<file path="src/rtl/sysDrvPkg.sv">
//--------------------------------------------------------------------------
// System driver control package
// Widths, debug-flag bit map, reset values, opcodes and the structs
// shared by the decode, execute and result stages
//--------------------------------------------------------------------------

package sysDrvPkg;

  // Datapath widths
  localparam int FLAG_W         = 64;
  localparam int DATA_W         = 64;
  localparam int ADDR_W         = 32;
  localparam int WORD_ADDR_W    = 29;
  localparam int BYTES_PER_WORD = 8;
  localparam int BIT_IDX_W      = 6;
  localparam int BYTE_CNT_W     = 3;

  // Pattern field, argument and result of command bits
  localparam int PAT_LO = 0;
  localparam int PAT_HI = 15;

  // Self-clearing command bits
  localparam int FLG_SET_BACKDOOR_SEL = 32;
  localparam int FLG_GET_BACKDOOR_SEL = 33;
  localparam int FLG_SET_PROG_LOADED  = 34;
  localparam int FLG_DIS_MEM_LOG      = 35;
  localparam int FLG_EN_MEM_LOG       = 36;
  localparam int FLG_EN_MEMWR_LOG     = 37;
  localparam int FLG_EN_MEMRD_LOG     = 38;
  localparam int FLG_UART_LOOPBACK    = 39;
  localparam int FLG_SPI_LOOPBACK     = 40;

  localparam logic [FLAG_W-1:0] CMD_FLAG_MASK =
    (FLAG_W'(1) << FLG_SET_BACKDOOR_SEL) | (FLAG_W'(1) << FLG_GET_BACKDOOR_SEL) |
    (FLAG_W'(1) << FLG_SET_PROG_LOADED)  | (FLAG_W'(1) << FLG_DIS_MEM_LOG) |
    (FLAG_W'(1) << FLG_EN_MEM_LOG)       | (FLAG_W'(1) << FLG_EN_MEMWR_LOG) |
    (FLAG_W'(1) << FLG_EN_MEMRD_LOG)     | (FLAG_W'(1) << FLG_UART_LOOPBACK) |
    (FLAG_W'(1) << FLG_SPI_LOOPBACK);

  typedef enum logic [1:0] {
    OP_MEM_WRITE  = 2'd0,
    OP_MEM_READ   = 2'd1,
    OP_FLAG_WRITE = 2'd2,
    OP_FLAG_READ  = 2'd3
  } opcode_e;

  typedef enum logic [2:0] {
    MV_IDLE, MV_MAIN, MV_MAIN_WAIT, MV_FLASH, MV_FLASH_WAIT, MV_DONE
  } moverState_e;

  typedef struct packed {
    opcode_e                opcode;
    logic [ADDR_W-1:0]      addr;
    logic [BIT_IDX_W-1:0]   msb;
    logic [BIT_IDX_W-1:0]   lsb;
    logic [DATA_W-1:0]      data;
  } cmd_t;

  typedef struct packed {
    opcode_e                opcode;
    logic                   err;
    logic [ADDR_W-1:0]      addr;
    logic [BIT_IDX_W-1:0]   lsb;
    logic [FLAG_W-1:0]      flagMask;
    logic [FLAG_W-1:0]      flagData;
    logic [DATA_W-1:0]      memData;
  } decodedOp_t;

  typedef struct packed {
    logic                   write;
    logic [WORD_ADDR_W-1:0] wordAddr;
    logic [DATA_W-1:0]      wdata;
  } mainMemReq_t;

  typedef struct packed {
    logic                   write;
    logic [ADDR_W-1:0]      addr;
    logic [7:0]             wdata;
  } flashReq_t;

  typedef struct packed {
    logic backdoorSel;
    logic programLoaded;
    logic wrTrace;
    logic rdTrace;
    logic uartLoopback;
    logic spiLoopback;
  } ctrlFlags_t;

  typedef struct packed {
    logic [DATA_W-1:0] data;
    logic              err;
  } rsp_t;

  // Levels after reset, loopbacks default on
  localparam logic [FLAG_W-1:0] FLAG_RESET = '0;
  localparam ctrlFlags_t CTRL_RESET = '{
    backdoorSel:   1'b0,
    programLoaded: 1'b0,
    wrTrace:       1'b0,
    rdTrace:       1'b0,
    uartLoopback:  1'b1,
    spiLoopback:   1'b1
  };

endpackage

</file>
<file path="src/rtl/backdoorMover.sv">
//--------------------------------------------------------------------------
// Backdoor memory mover
// One 64-bit word access to main memory, or eight little-endian byte
// accesses to flash, selected by the backdoor select level
//--------------------------------------------------------------------------
`timescale 1ns/1ps

module backdoorMover (
  input  logic                          clk,
  input  logic                          reset_i,
  input  logic                          opValid_i,
  input  sysDrvPkg::decodedOp_t         op_i,
  input  logic                          backdoorSel_i,
  output logic                          mainReqValid_o,
  output sysDrvPkg::mainMemReq_t        mainReq_o,
  input  logic [sysDrvPkg::DATA_W-1:0]  mainRdata_i,
  output logic                          flashReqValid_o,
  output sysDrvPkg::flashReq_t          flashReq_o,
  input  logic [7:0]                    flashRdata_i,
  output logic                          memDone_o,
  output logic [sysDrvPkg::DATA_W-1:0]  memRdata_o
);

  import sysDrvPkg::*;

  moverState_e           state;
  logic [BYTE_CNT_W-1:0] byteCnt;
  logic [BYTE_CNT_W-1:0] prevIdx;
  logic [DATA_W-9:0]     flashLow;
  logic                  isWrite;
  logic                  isMemOp;
  logic                  lastByte;

  assign isWrite  = (op_i.opcode == OP_MEM_WRITE);
  assign isMemOp  = isWrite || (op_i.opcode == OP_MEM_READ);
  assign lastByte = (byteCnt == BYTE_CNT_W'(BYTES_PER_WORD - 1));
  // Byte whose read data returns this cycle
  assign prevIdx  = byteCnt - BYTE_CNT_W'(1);

  //------------------------------------------------------------------------
  // Sequencer
  //------------------------------------------------------------------------
  always_ff @(posedge clk) begin
    if (reset_i) begin
      state   <= MV_IDLE;
      byteCnt <= '0;
    end else begin
      case (state)
        MV_IDLE: begin
          byteCnt <= '0;
          if (opValid_i && isMemOp) begin
            state <= backdoorSel_i ? MV_FLASH : MV_MAIN;
          end
        end
        MV_MAIN:       state <= isWrite ? MV_DONE : MV_MAIN_WAIT;
        MV_MAIN_WAIT:  state <= MV_DONE;
        MV_FLASH: begin
          byteCnt <= byteCnt + BYTE_CNT_W'(1);
          if (lastByte) begin
            state <= isWrite ? MV_DONE : MV_FLASH_WAIT;
          end
        end
        MV_FLASH_WAIT: state <= MV_DONE;
        // Response goes out while the mover settles back to idle
        MV_DONE:       state <= MV_IDLE;
        default:       state <= MV_IDLE;
      endcase
    end
  end

  // Flash read bytes arrive one cycle behind their request
  always_ff @(posedge clk) begin
    if ((state == MV_FLASH) && !isWrite && (byteCnt != '0)) begin
      flashLow[{prevIdx, 3'b000} +: 8] <= flashRdata_i;
    end
  end

  //------------------------------------------------------------------------
  // Memory requests
  //------------------------------------------------------------------------
  assign mainReqValid_o     = (state == MV_MAIN);
  assign mainReq_o.write    = isWrite;
  assign mainReq_o.wordAddr = op_i.addr[ADDR_W-1 -: WORD_ADDR_W];
  assign mainReq_o.wdata    = op_i.memData;

  // Byte lane follows the byte count, little endian
  assign flashReqValid_o    = (state == MV_FLASH);
  assign flashReq_o.write   = isWrite;
  assign flashReq_o.addr    = op_i.addr + ADDR_W'(byteCnt);
  assign flashReq_o.wdata   = op_i.memData[{byteCnt, 3'b000} +: 8];

  // Completion, writes finish with their last request
  assign memDone_o = ((state == MV_MAIN) && isWrite) ||
                     (state == MV_MAIN_WAIT) ||
                     ((state == MV_FLASH) && lastByte && isWrite) ||
                     (state == MV_FLASH_WAIT);

  // Top byte of a flash word comes straight from the model
  assign memRdata_o = (state == MV_MAIN_WAIT) ? mainRdata_i : {flashRdata_i, flashLow};

endmodule

</file>
<file path="src/rtl/cmdDecode.sv">
//--------------------------------------------------------------------------
// Command decode stage
// Captures one command strobe and produces the decoded operation with
// the flag range mask, the aligned flag data and the range error
//--------------------------------------------------------------------------
`timescale 1ns/1ps

module cmdDecode (
  input  logic                   clk,
  input  logic                   reset_i,
  input  logic                   cmdValid_i,
  input  sysDrvPkg::cmd_t        cmd_i,
  output logic                   opValid_o,
  output sysDrvPkg::decodedOp_t  op_o
);

  import sysDrvPkg::*;

  decodedOp_t decoded;

  always_comb begin
    logic [FLAG_W-1:0]    hiMask;
    logic [FLAG_W-1:0]    loMask;
    logic [BIT_IDX_W-1:0] hiShift;
    logic                 isFlag;

    isFlag  = (cmd_i.opcode == OP_FLAG_WRITE) || (cmd_i.opcode == OP_FLAG_READ);
    hiShift = BIT_IDX_W'(FLAG_W - 1) - cmd_i.msb;

    // Ones from bit msb down, ones from bit lsb up
    hiMask  = {FLAG_W{1'b1}} >> hiShift;
    loMask  = {FLAG_W{1'b1}} << cmd_i.lsb;

    decoded.opcode   = cmd_i.opcode;
    decoded.addr     = cmd_i.addr;
    decoded.lsb      = cmd_i.lsb;
    decoded.memData  = cmd_i.data;
    // Range check only matters for flag access
    decoded.err      = isFlag && (cmd_i.msb < cmd_i.lsb);
    decoded.flagMask = isFlag ? (hiMask & loMask) : '0;
    // Field value moved up to its position in the vector
    decoded.flagData = cmd_i.data << cmd_i.lsb;
  end

  // Strobe control
  always_ff @(posedge clk) begin
    if (reset_i) begin
      opValid_o <= 1'b0;
    end else begin
      opValid_o <= cmdValid_i;
    end
  end

  // Decoded operation stays put until the next strobe
  always_ff @(posedge clk) begin
    if (cmdValid_i) begin
      op_o <= decoded;
    end
  end

endmodule

</file>
<file path="src/rtl/flagBank.sv">
//--------------------------------------------------------------------------
// Debug-flag bank
// Holds the flag vector, executes the self-clearing command bits and
// keeps the control levels they set
//--------------------------------------------------------------------------
`timescale 1ns/1ps

module flagBank (
  input  logic                      clk,
  input  logic                      reset_i,
  input  logic                      opValid_i,
  input  sysDrvPkg::decodedOp_t     op_i,
  output logic                      flagDone_o,
  output logic [sysDrvPkg::FLAG_W-1:0] flagVec_o,
  output sysDrvPkg::ctrlFlags_t     ctrl_o
);

  import sysDrvPkg::*;

  logic              isFlagOp;
  logic              doWrite;
  logic [FLAG_W-1:0] vecNext;
  ctrlFlags_t        ctrlNext;

  assign isFlagOp = (op_i.opcode == OP_FLAG_WRITE) || (op_i.opcode == OP_FLAG_READ);
  assign doWrite  = opValid_i && (op_i.opcode == OP_FLAG_WRITE) && !op_i.err;

  //------------------------------------------------------------------------
  // Merge and command-bit side effects
  //------------------------------------------------------------------------
  always_comb begin
    logic [FLAG_W-1:0] work;

    work     = (flagVec_o & ~op_i.flagMask) | (op_i.flagData & op_i.flagMask);
    ctrlNext = ctrl_o;

    // Order matters, a get after a set reports the new select
    if (work[FLG_SET_BACKDOOR_SEL]) begin
      ctrlNext.backdoorSel = work[PAT_LO];
    end
    if (work[FLG_GET_BACKDOOR_SEL]) begin
      work[PAT_HI:PAT_LO] = (PAT_HI - PAT_LO + 1)'(ctrlNext.backdoorSel);
    end
    if (work[FLG_SET_PROG_LOADED]) begin
      ctrlNext.programLoaded = work[PAT_LO];
    end

    // Memory trace levels
    if (work[FLG_DIS_MEM_LOG]) begin
      ctrlNext.wrTrace = 1'b0;
      ctrlNext.rdTrace = 1'b0;
    end
    if (work[FLG_EN_MEM_LOG]) begin
      ctrlNext.wrTrace = 1'b1;
      ctrlNext.rdTrace = 1'b1;
    end
    if (work[FLG_EN_MEMWR_LOG]) begin
      ctrlNext.wrTrace = 1'b1;
    end
    if (work[FLG_EN_MEMRD_LOG]) begin
      ctrlNext.rdTrace = 1'b1;
    end

    // Loopback levels follow the pattern bit
    if (work[FLG_UART_LOOPBACK]) begin
      ctrlNext.uartLoopback = work[PAT_LO];
    end
    if (work[FLG_SPI_LOOPBACK]) begin
      ctrlNext.spiLoopback = work[PAT_LO];
    end

    // Command bits never stay set
    vecNext = work & ~CMD_FLAG_MASK;
  end

  //------------------------------------------------------------------------
  // State update
  //------------------------------------------------------------------------
  always_ff @(posedge clk) begin
    if (reset_i) begin
      flagDone_o <= 1'b0;
      flagVec_o  <= FLAG_RESET;
      ctrl_o     <= CTRL_RESET;
    end else begin
      // Range errors answer through this path as well
      flagDone_o <= opValid_i && (isFlagOp || op_i.err);
      if (doWrite) begin
        flagVec_o <= vecNext;
        ctrl_o    <= ctrlNext;
      end
    end
  end

endmodule

</file>
<file path="src/rtl/rspFormat.sv">
//--------------------------------------------------------------------------
// Response formatter
// Builds the read data for the finished operation and issues the
// one-cycle response pulse
//--------------------------------------------------------------------------
`timescale 1ns/1ps

module rspFormat (
  input  logic                          clk,
  input  logic                          reset_i,
  input  logic                          flagDone_i,
  input  logic [sysDrvPkg::FLAG_W-1:0]  flagVec_i,
  input  logic                          memDone_i,
  input  logic [sysDrvPkg::DATA_W-1:0]  memRdata_i,
  input  sysDrvPkg::decodedOp_t         op_i,
  output logic                          rspValid_o,
  output sysDrvPkg::rsp_t               rsp_o
);

  import sysDrvPkg::*;

  rsp_t rspNext;
  logic done;

  assign done = flagDone_i || memDone_i;

  always_comb begin
    rspNext.err = op_i.err;
    case (op_i.opcode)
      // Selected range lands at bit 0
      OP_FLAG_READ: rspNext.data = (flagVec_i & op_i.flagMask) >> op_i.lsb;
      OP_MEM_READ:  rspNext.data = memRdata_i;
      default:      rspNext.data = '0;
    endcase
    if (op_i.err) begin
      rspNext.data = '0;
    end
  end

  always_ff @(posedge clk) begin
    if (reset_i) begin
      rspValid_o <= 1'b0;
    end else begin
      rspValid_o <= done;
    end
  end

  always_ff @(posedge clk) begin
    if (done) begin
      rsp_o <= rspNext;
    end
  end

endmodule

</file>
<file path="src/rtl/sysDriverCtrl.sv">
//--------------------------------------------------------------------------
// System driver control, top level
// Command decode, flag bank and backdoor mover in parallel, then the
// response formatter
//--------------------------------------------------------------------------
`timescale 1ns/1ps

module sysDriverCtrl (
  input  logic                          clk,
  input  logic                          reset_i,
  // Command and response
  input  logic                          cmdValid_i,
  input  sysDrvPkg::cmd_t               cmd_i,
  output logic                          rspValid_o,
  output sysDrvPkg::rsp_t               rsp_o,
  output sysDrvPkg::ctrlFlags_t         ctrl_o,
  // Main memory port
  output logic                          mainReqValid_o,
  output sysDrvPkg::mainMemReq_t        mainReq_o,
  input  logic [sysDrvPkg::DATA_W-1:0]  mainRdata_i,
  // Flash port
  output logic                          flashReqValid_o,
  output sysDrvPkg::flashReq_t          flashReq_o,
  input  logic [7:0]                    flashRdata_i
);

  import sysDrvPkg::*;

  logic              opValid;
  decodedOp_t        op;
  logic              flagDone;
  logic [FLAG_W-1:0] flagVec;
  logic              memDone;
  logic [DATA_W-1:0] memRdata;

  cmdDecode decode_inst (
    .clk        (clk),
    .reset_i    (reset_i),
    .cmdValid_i (cmdValid_i),
    .cmd_i      (cmd_i),
    .opValid_o  (opValid),
    .op_o       (op)
  );

  // Execute stage, each unit ignores the other unit's opcodes
  flagBank flags_inst (
    .clk        (clk),
    .reset_i    (reset_i),
    .opValid_i  (opValid),
    .op_i       (op),
    .flagDone_o (flagDone),
    .flagVec_o  (flagVec),
    .ctrl_o     (ctrl_o)
  );

  backdoorMover mover_inst (
    .clk             (clk),
    .reset_i         (reset_i),
    .opValid_i       (opValid),
    .op_i            (op),
    .backdoorSel_i   (ctrl_o.backdoorSel),
    .mainReqValid_o  (mainReqValid_o),
    .mainReq_o       (mainReq_o),
    .mainRdata_i     (mainRdata_i),
    .flashReqValid_o (flashReqValid_o),
    .flashReq_o      (flashReq_o),
    .flashRdata_i    (flashRdata_i),
    .memDone_o       (memDone),
    .memRdata_o      (memRdata)
  );

  rspFormat result_inst (
    .clk        (clk),
    .reset_i    (reset_i),
    .flagDone_i (flagDone),
    .flagVec_i  (flagVec),
    .memDone_i  (memDone),
    .memRdata_i (memRdata),
    .op_i       (op),
    .rspValid_o (rspValid_o),
    .rsp_o      (rsp_o)
  );

endmodule

</file>
<file path="config.mk">
export PLATFORM = sky130hd
export DESIGN_NAME = sysDriverCtrl
export DESIGN_NICKNAME = d
export VERILOG_FILES = /design/src/rtl/sysDrvPkg.sv /design/src/rtl/backdoorMover.sv /design/src/rtl/cmdDecode.sv /design/src/rtl/flagBank.sv /design/src/rtl/rspFormat.sv /design/src/rtl/sysDriverCtrl.sv
export SDC_FILE = /design/constraint.sdc
export NUM_CORES = 1
export LEC_CHECK = 0
export BUFFER_PORTS_ARGS = -buffer_cell sky130_fd_sc_hd__buf_4
export CORE_ASPECT_RATIO = 1.75
export CORE_MARGIN = 3
export CORE_UTILIZATION = 35
export DETAILED_ROUTE_END_ITERATION = 10
export GPL_TIMING_DRIVEN = 0
export PLACE_DENSITY = 0.63
export SLEW_MARGIN = 20
export SYNTH_ARGS = -nofsm -noshare
export SYNTH_HDL_FRONTEND = slang
export SYNTH_SLANG_ARGS = --single-unit
</file>
<file path="constraint.sdc">
create_clock -name clk -period 7.4 [get_ports clk]
set_input_delay 0 -clock clk [delete_from_list [all_inputs] [get_ports clk]]
set_output_delay 0 -clock clk [all_outputs]
set_load 0.05 [all_outputs]
</file>
# ---- Yosys cells after proc, flatten, opt, wreduce, memory -nomap -nowiden
# Index checks and enable logic that the tools add are counted.
dict set report op_classes {
  n_mux 16
  n_lt_le_gt_ge 1
  bitwise_logic 6
  n_eq_ne 12
  n_shift 7
  n_reduce_logical 33
  n_addsub 5
}
# operator count
set op_table {}
lappend op_table {{$and 64x64->64} 4}
lappend op_table {{$pmux 64 s2} 1}
lappend op_table {{$mux 64} 1}
lappend op_table {{$not 64->64} 1}
lappend op_table {{$or 64x64->64} 1}
lappend op_table {{$shiftx 64x7->8} 1}
lappend op_table {{$shl 64x6->64} 1}
lappend op_table {{$shl 64x6->64 const A} 1}
lappend op_table {{$shr 64x6->64} 1}
lappend op_table {{$shr 64x6->64 const A} 1}
lappend op_table {{$bwmux 56} 1}
lappend op_table {{$shift 8x8->56 const A} 1}
lappend op_table {{$shiftx 8x8->56} 1}
lappend op_table {{$add 32x3->32} 1}
lappend op_table {{$mux 16} 1}
lappend op_table {{$pmux 3 s4} 1}
lappend op_table {{$reduce_and 2->1} 6}
lappend op_table {{$logic_and 1x1->1} 10}
lappend op_table {{$mux 3} 3}
lappend op_table {{$reduce_bool 3->1} 3}
lappend op_table {{$eq 2x2->1 const B} 4}
lappend op_table {{$logic_or 1x1->1} 8}
lappend op_table {{$neg 6->8} 1}
lappend op_table {{$eq 3x2->1 const B} 2}
lappend op_table {{other kinds (16)} 24}
dict set report word_totals {
  wordCells 102
  inputBits 185
  ff_bits 424
  output_inout_bits 209
}

# ---- Depth between registers and ports, before layout
# Gate-level depths: netlist of run 1.
dict set report logic_depth {
  word_depth 6
  mapped_depth 11
  mapped_depth_nobuf 8
}

# ---- By module
# From an unflattened synthesis of run 1, not the netlist that was laid out.
dict set report unflattened {
  cells_unflattened 2702
  hier_area_um2 28926.5
}
# mod cells_per_inst n_inst area_each_um2 seq_area_each_um2
set modules_own_cells {}
lappend modules_own_cells {cmdDecode 986 1 12922.4 7016.7}
lappend modules_own_cells {rspFormat 866 1 7971.4 1971.9}
lappend modules_own_cells {backdoorMover 506 1 5323.9 1801.7}
lappend modules_own_cells {flagBank 344 1 2708.8 1241.2}

# ---- Worst setup path after synthesis of run 1
# OpenSTA, ideal clock, no wires.
dict set report synth_timing {
  path_type {register -> register}
  startpoint {register mover_inst.byteCnt[1]}
  endpoint {register, netlist name result_inst.rsp_o[0]}
  n_path_buf 0
  setup_time_ps 579
  required_time_ps 6821
  period_less_slack_ps 6137
  slack_ps 1263
  arrival_ps 5557
  stages_incl_launch_ff 6
  cell_sequence {dfxtp_1 -> ha_1 -> ha_1 -> nand2b_1 -> a31oi_1 -> o21ai_0}
}
dict set report synth_via {
  elab_chain_cells 6
}
# item line_no
set synth_lines {}
lappend synth_lines {{from (decl)} backdoorMover.sv:27} ;# logic [BYTE_CNT_W-1:0] byteCnt;
lappend synth_lines {{from (signal assigned)} backdoorMover.sv:58} ;# byteCnt <= byteCnt + BYTE_CNT_W'(1);
lappend synth_lines {{$eq 3x3->1} backdoorMover.sv:36} ;# assign lastByte = (byteCnt == BYTE_CNT_W'(BYTES_PER_WORD - 1));
lappend synth_lines {{$logic_and 1x1->1 (2 in series)} backdoorMover.sv:95} ;# ((state == MV_FLASH) && lastByte && isWrite) ||
lappend synth_lines {{$logic_or 1x1->1} backdoorMover.sv:94} ;# (state == MV_MAIN_WAIT) ||
lappend synth_lines {{$logic_or 1x1->1} backdoorMover.sv:95}
lappend synth_lines {{$logic_or 1x1->1} rspFormat.sv:25} ;# assign done = flagDone_i || memDone_i;
lappend synth_lines {{via result_inst.done} rspFormat.sv:23} ;# logic done;
# The timed path passes the listed nets, and every way through them passes these cells.
# A chain may end at the register's enable or synchronous reset.

# ---- Worst setup path after layout of run 1
dict set report layout_timing {
  startpoint {register mover_inst.byteCnt[1]}
  endpoint {register mover_inst.flashLow[36] (enable)}
}
dict set report layout_via {
  elab_chain_cells 2
}
# item line_no
set layout_lines {}
lappend layout_lines {{$reduce_bool 3->1} backdoorMover.sv:73} ;# if ((state == MV_FLASH) && !isWrite && (byteCnt != '0)) begin
lappend layout_lines {{$logic_and 1x1->1} backdoorMover.sv:73}
lappend layout_lines {{to (signal, indexed assignment)} backdoorMover.sv:74} ;# flashLow[{prevIdx, 3'b000} +: 8] <= flashRdata_i;
lappend layout_lines {{to (decl)} backdoorMover.sv:29} ;# logic [DATA_W-9:0] flashLow;
# No other way between the ends.

==> summary.md, run 1 <==
| Metric | Value |
|---|---|
| WP data required | `7630 ps` |
| Syn avg cell area | `9.99 sq um` |
| CP Class | `flop to flop` |
| Setup ws final | `2300 ps` |
| Final setup fails | `0` |
| Resized Gates After CTS | `0` |
| Met3 wire len | `9400 um` |
| Crit path capture type | `flop` |
| Share of cells above drive strength 1 | `0.241` |
| Final cell count without fillers | `4306` |
| Cell Count Post-Placement | `4092` |
| Detailed Place HPWL | `114000 um` |
| IO Pins | `394` |
| Most used DFF post-synth | `edfxtp_1` |
| Most frequent cells in the layout | `buf_4 (498), nand2_1 (494), edfxtp_1 (354)` |
| Clock skew | `34.8 ps` |
| Final Wtd Congestion | `1.08` |
| CP arrival | `5320 ps` |
| DRC Markers | `0` |
| Highest clock rate | `196 MHz` |
| Initial Util | `0.355` |
| Post-synthesis cell count | `2679` |
| Slowest stage cell, crit path | `nor3_1` |
| Finished Cell Area | `33900 sq um` |
| Initial antenna violation count | `5` |
| Period utilization | `0.689` |
| Largest net degree at the start of global routing | `103` |
| Outcome | `completed` |
| DRT antenna net count | `0` |
| Clock tree from TritonCTS | `done` |
| Cell Chain, Critical Path | `clkbuf_1 > clkbuf_2 > inv_1 > ha_1 > xnor2_2 > ha_1 > nand2_1 > nor3_1 > and3_1` |
| Clock sinks | `424` |
| Port Buffers | `393` |
| Global route overflow | `0` |
| Commonest non-fill, non-tap cell in the layout | `buf_4` |
| Clock root cell | `clkbuf_16` |
| Highest metal used | `met5` |
| Synthesis-to-finish area growth | `26.5%` |
| GR Util All Layers | `0.352` |
| Fill count | `7182` |
| Core area | `75400 sq um` |
| Post-synthesis register bit count | `424` |
| Aggregate routed wire length | `144000 um` |
| Vias per inst | `5.92` |
| Wl on met1 | `41900 um` |
| Die footprint | `80000 sq um` |
| Pwr/cell area | `209 nW/um^2` |
| Worst skew pair latency | `620 ps` |
| Max clock buf depth | `3` |
| Worst hold slack | `25.9 ps` |
| Die Ht | `372 um` |
| Via count | `25500` |
| Total CTS buffers | `41` |
| Pwr Total | `7.09 mW` |
| Reg clk slew, reported paths | `60 ps` |
| Largest stage delay, worst path | `820 ps` |
| Max-Cap Viols | `0` |
| Max VDD drop | `0.208 mV` |
| Cell Area, Synth | `26800 sq um` |
| Die width | `215 um` |
| Crit path max fanout | `10` |
| Ys Warns | `0` |
| Area of the multi-input gates | `13100 sq um` |
| Final Hold Viols | `0` |
| Wirelength per Cell | `33.4 um` |
| Initial DRC count | `2332` |
| H-tree Lvls | `2` |
| Vias in the first global route | `26000` |
| Setup Buffers After CTS | `0` |
| Rows | `133` |
| Placed inst area | `31200 sq um` |
| Pins Over Slew Limit | `0` |
| Ys async rst share | `0` |
| Netlist cell types | `85` |
| Most used cell, CP | `ha_1` |
| Slew HR | `0.123` |
| Hold Crit Class | `input pin to flop` |
| First-pass GRT wire length | `198000 um` |
| Worst setup SP type | `flop` |
| DR WL met2 | `70600 um` |
| Post-route minimum period | `5100 ps` |
| Post-synthesis sequential area ratio | `0.450` |
| NumNets Final | `3459` |
| Pre-CTS setup slack | `2080 ps` |
| Sequential cell area | `12000 sq um` |
| Post-synth EDFFs | `354` |
| Synthesized Nets | `2881` |
| Least-Margin Pin Slew | `1320 ps` |
| RSZ-0062 raised after global routing | `false` |
| Pleak | `12.3 nW` |
| Pre-antenna DRT Iters | `5` |
==> critical path, delay by kind of cell (launching register included) <==
family | cells | cell delay [ps]
xor+xnor | 1 | 680
fa+ha+maj | 2 | 610
buf+inv | 3 | 1330
flops | 1 | 570
simple gates | 3 | 1510
==> through the flow <==
step | util | TNS (ps)
after floorplan | - | 0
after global placement | 0.411 | -67660
after detailed placement | 0.413 | 0
after CTS | 0.449 | 0
after global routing | 0.449 | 0
final | 0.449 | 0
==> where the power goes <==
part	switching (mW)	total, mW	internal [mW]
Combinational	1.36	1.99	0.627
Sequential	0.108	2.90	2.80
Clock	0.991	2.20	1.21
Total	2.46	7.09	4.63
==> kinds of logic (layout without fill, tap and decap cells) <==
family,Yosys count,after routing,synth area share
AND/OR/NAND/NOR,1094,1094,0.189
AO/OA/AOI/OAI,570,570,0.139
flip-flops,424,424,0.450
buffers and inverters,307,917,0.0629
multiplexers,235,235,0.141
XOR/XNOR,32,32,0.0105
adder cells (fa/ha/maj),17,17,0.00823
other,0,5,0
==> Yosys cell counts (22+ instances only) <==
cell type / number / share of area
edfxtp_1: 354 / 0.40
mux4_2: 110 / 0.093
a211oi_1: 35 / 0.0098
nand4_1: 22 / 0.0051
a21oi_1: 194 / 0.036
and2_1: 99 / 0.023
nor2_1: 208 / 0.029
nand3_1: 97 / 0.018
and3_1: 30 / 0.0070
nand2_1: 494 / 0.069
o221ai_1: 24 / 0.0079
buf_2: 39 / 0.0073
clkbuf_1: 121 / 0.017
o22ai_1: 52 / 0.012
nor3_1: 48 / 0.0090
buf_4: 105 / 0.029
mux2i_1: 94 / 0.035
dfxtp_1: 70 / 0.052
mux2_2: 30 / 0.013
o21ai_0: 88 / 0.016
==> sequential cells by signal, summed over array words and instances (netlist names), named ones only <==
register / cells
decode_inst.opValid_o: 1
decode_inst.op_o: 233
flags_inst.ctrl_o: 6
flags_inst.flagDone_o: 1
flags_inst.flagVec_o: 16
mover_inst.byteCnt: 3
mover_inst.flashLow: 56
mover_inst.state: 3
result_inst.rspValid_o: 1
result_inst.rsp_o: 65
==> final timing paths <==
kind,slack (ps),endpoint,cells past startpoint,from
worst min-delay path,30,result_inst.rsp_o[53]$_SDFFCE_PP0P_,5,mainRdata_i[52]
worst min register to register,460,flags_inst.flagVec_o[5]$_SDFFE_PP0P_,2,flags_inst.flagVec_o[5]$_SDFFE_PP0P_
worst max register to register,2300,mover_inst.flashLow[36]$_DFFE_PP_,9,mover_inst.byteCnt[1]$_SDFFE_PP0P_
worst max-delay path,2300,mover_inst.flashLow[36]$_DFFE_PP_,9,mover_inst.byteCnt[1]$_SDFFE_PP0P_
==> metal layers <==
layer | vias to the layer above | track usage
li1 | 11100 | -
met4 | 6 | 0.431
met5 | - | 0.00123
met3 | 673 | 0.0805
met2 | 1515 | 0.609
met1 | 12200 | 0.306
==> layout make-up <==
class | count | area share
inverters | 23 | 0.00270
flip-flops and latches | 424 | 0.355
repair buffers | 535 | 0.131
multi-input cells | 1948 | 0.387
plain buffers | 284 | 0.0471
clock inverters | 26 | 0.00850
well taps | 1012 | 0.0374
diodes | 5 | 0.000369
clock buffers | 49 | 0.0312
==> what timing repair did <==
| item | CTS | global route |
|---|---|---|
| setup endpoints to repair | 0 | 0 |
| endpoints found under the hold margin | 231 | 0 |
| hold buffers | 133 | 0 |
(Power assumes the default switching activity.)
==> inputs of run 2 (changes only) <==
==> constraint.sdc (replaced) <==
create_clock -name clk -period 4.9 [get_ports clk]
set_input_delay 0 -clock clk [delete_from_list [all_inputs] [get_ports clk]]
set_output_delay 0 -clock clk [all_outputs]
set_load 0.05 [all_outputs]
==> summary.md, run 2 (synthesis results as in run 1) <==
| Metric | Value |
|---|---|
| Setup TNS | `0 ps` |
| Aggregate routed wire length | `142000 um` |
| Die Ht | `372 um` |
| Hold Crit Class | `input pin to flop` |
| Reg2reg end | `mover_inst.flashLow[0]$_DFFE_PP_` |
| Highest clock rate | `225 MHz` |
| Commonest non-fill, non-tap cell in the layout | `buf_4` |
| R2r setup slk | `450 ps` |
| Most frequent cells in the layout | `buf_4 (498), nand2_1 (494), edfxtp_1 (354)` |
| Wirelength per Cell | `32.9 um` |
| Initial antenna violation count | `3` |
| IO Pins | `394` |
| GR Util All Layers | `0.345` |
| DRC Markers | `0` |
| Die width | `215 um` |
| Final setup fails | `0` |
| Setup Buffers After CTS | `0` |
| Least-Margin Pin Slew | `1160 ps` |
| Initial Util | `0.355` |
| RR Startpoint | `mover_inst.byteCnt[0]$_SDFFE_PP0P_` |
| Reg clk slew, reported paths | `60 ps` |
| Global route overflow | `0` |
| Synthesis-to-finish area growth | `27.0%` |
| Total CTS buffers | `42` |
| Pre-antenna DRT Iters | `6` |
| Via count | `25300` |
| Final Wtd Congestion | `1.08` |
| Vias in the first global route | `25900` |
| CP Class | `flop to flop` |
| Pwr/cell area | `318 nW/um^2` |
| Largest register FFs | `233` |
| Share of cells above drive strength 1 | `0.242` |
| Core area | `75400 sq um` |
| Post-route minimum period | `4450 ps` |
| Rows | `133` |
| Vias per inst | `5.88` |
| First-pass GRT wire length | `195000 um` |
| Detailed Place HPWL | `112000 um` |
| Max VDD drop | `0.315 mV` |
| Worst skew pair latency | `620 ps` |
| Initial DRC count | `2292` |
| Final Hold Viols | `0` |
| Crit path capture type | `flop` |
| Top flop regs | `decode_inst.op_o: 233 flops, result_inst.rsp_o: 65 flops, mover_inst.flashLow: 56 flops` |
| Max clock buf depth | `3` |
| DRT antenna net count | `0` |
| Critical path startpoint | `mover_inst.byteCnt[0]$_SDFFE_PP0P_` |
| Period utilization | `0.908` |
| Largest reg by FF count | `decode_inst.op_o` |
| RSZ-0062 raised after global routing | `false` |
| Clock skew | `34.9 ps` |
| Crit path max fanout | `10` |
| Max-Cap Viols | `0` |
| CP arrival | `4700 ps` |
| Clock tree from TritonCTS | `done` |
| Outcome | `completed` |
| Slew HR | `0.204` |
| Port Buffers | `393` |
| FF-to-FF path depth | `9` |
| Worst setup SP type | `flop` |
| Die footprint | `80000 sq um` |
| WP data required | `5150 ps` |
| NumNets Final | `3462` |
| Clock root cell | `clkbuf_16` |
| Clock sinks | `424` |
| CP Capture Point | `mover_inst.flashLow[0]$_DFFE_PP_` |
| Pins Over Slew Limit | `0` |
| Worst hold slack | `15.9 ps` |
| Largest net degree at the start of global routing | `104` |
| Pleak | `12.4 nW` |
| H-tree Lvls | `2` |
-- run 2: cell count changes in the layout (fill, tap and decap cells not counted), moves of 3 or more --
cell / previous run / this run
clkbuf_16: 41 / 45
clkinvlp_4: 6 / 2
diode_2: 5 / 1
clkinv_2: 4 / 7
dlygate4sd3_1: 133 / 137
-- run 2: metrics by stage --
step	std cells	power [mW]	utilization	setup WS, ps	cell area, sq um
6_report	4307	10.8	0.451	451	34000
2_1_floorplan	2679	6.07	-	529	26800
5_1_grt	4306	11.1	0.451	191	34000
3_5_place_dp	4091	7.27	0.413	-284	31200
3_3_place_gp	4084	7.26	0.411	-1250	31000
4_1_cts	4306	10.8	0.451	125	34000
-- run 2: how the worst min path moves through the flow --
stage	startpoint	to	cells after the start	slack [ps]
final	mainRdata_i[38]	result_inst.rsp_o[39]$_SDFFCE_PP0P_	4	20
after global placement	cmd_i[106]	decode_inst.op_o[228]$_DFFE_PP_	1	180
after floorplan	cmd_i[0]	decode_inst.op_o[0]$_DFFE_PP_	0	100
after detailed placement	cmd_i[77]	decode_inst.op_o[199]$_DFFE_PP_	1	180
after CTS	mainRdata_i[38]	result_inst.rsp_o[39]$_SDFFCE_PP0P_	4	6
after global routing	mainRdata_i[38]	result_inst.rsp_o[39]$_SDFFCE_PP0P_	4	40
-- run 2: report_power, final --
part | internal (mW) | switching [mW] | total [mW]
sequential | 4.22 | 0.166 | 4.39
combinational | 0.948 | 2.04 | 2.99
clock | 1.93 | 1.53 | 3.45
-- run 2: what timing repair did --
action	CTS	global route
setup endpoints to repair	16	16
hold buffers	137	0
endpoints found under the hold margin	246	0
gates resized for setup	1	2
-- run 2: area by class of cell --
type / count / area (sq um)
buffer: 284 / 1600
inverter: 23 / 91.3
timing repair buffer: 537 / 4460
clock inverter: 23 / 260
clock buffer: 55 / 1170
multi-input combinational: 1948 / 13100
fill: 7260 / 41400
sequential: 424 / 12000
tap: 1012 / 1270
antenna: 1 / 2.50
-- run 2: routing by layer --
layer	vias up	track usage	share of wire
met3	615	0.0685	0.060
met1	12100	0.308	0.30
met5	-	0	0.00016
li1	11100	-	-
met4	4	0.414	0.15
met2	1501	0.600	0.49
-- run 2: worst max-delay path, stage by stage (launching register included) --
cell      delay (ps)
dfxtp_1          430
clkbuf_2         530
clkbuf_2         640
inv_1            210
ha_1             320
xnor2_4          460
ha_1             420
nand3b_1         190
nor2_1           390
and3_1           480
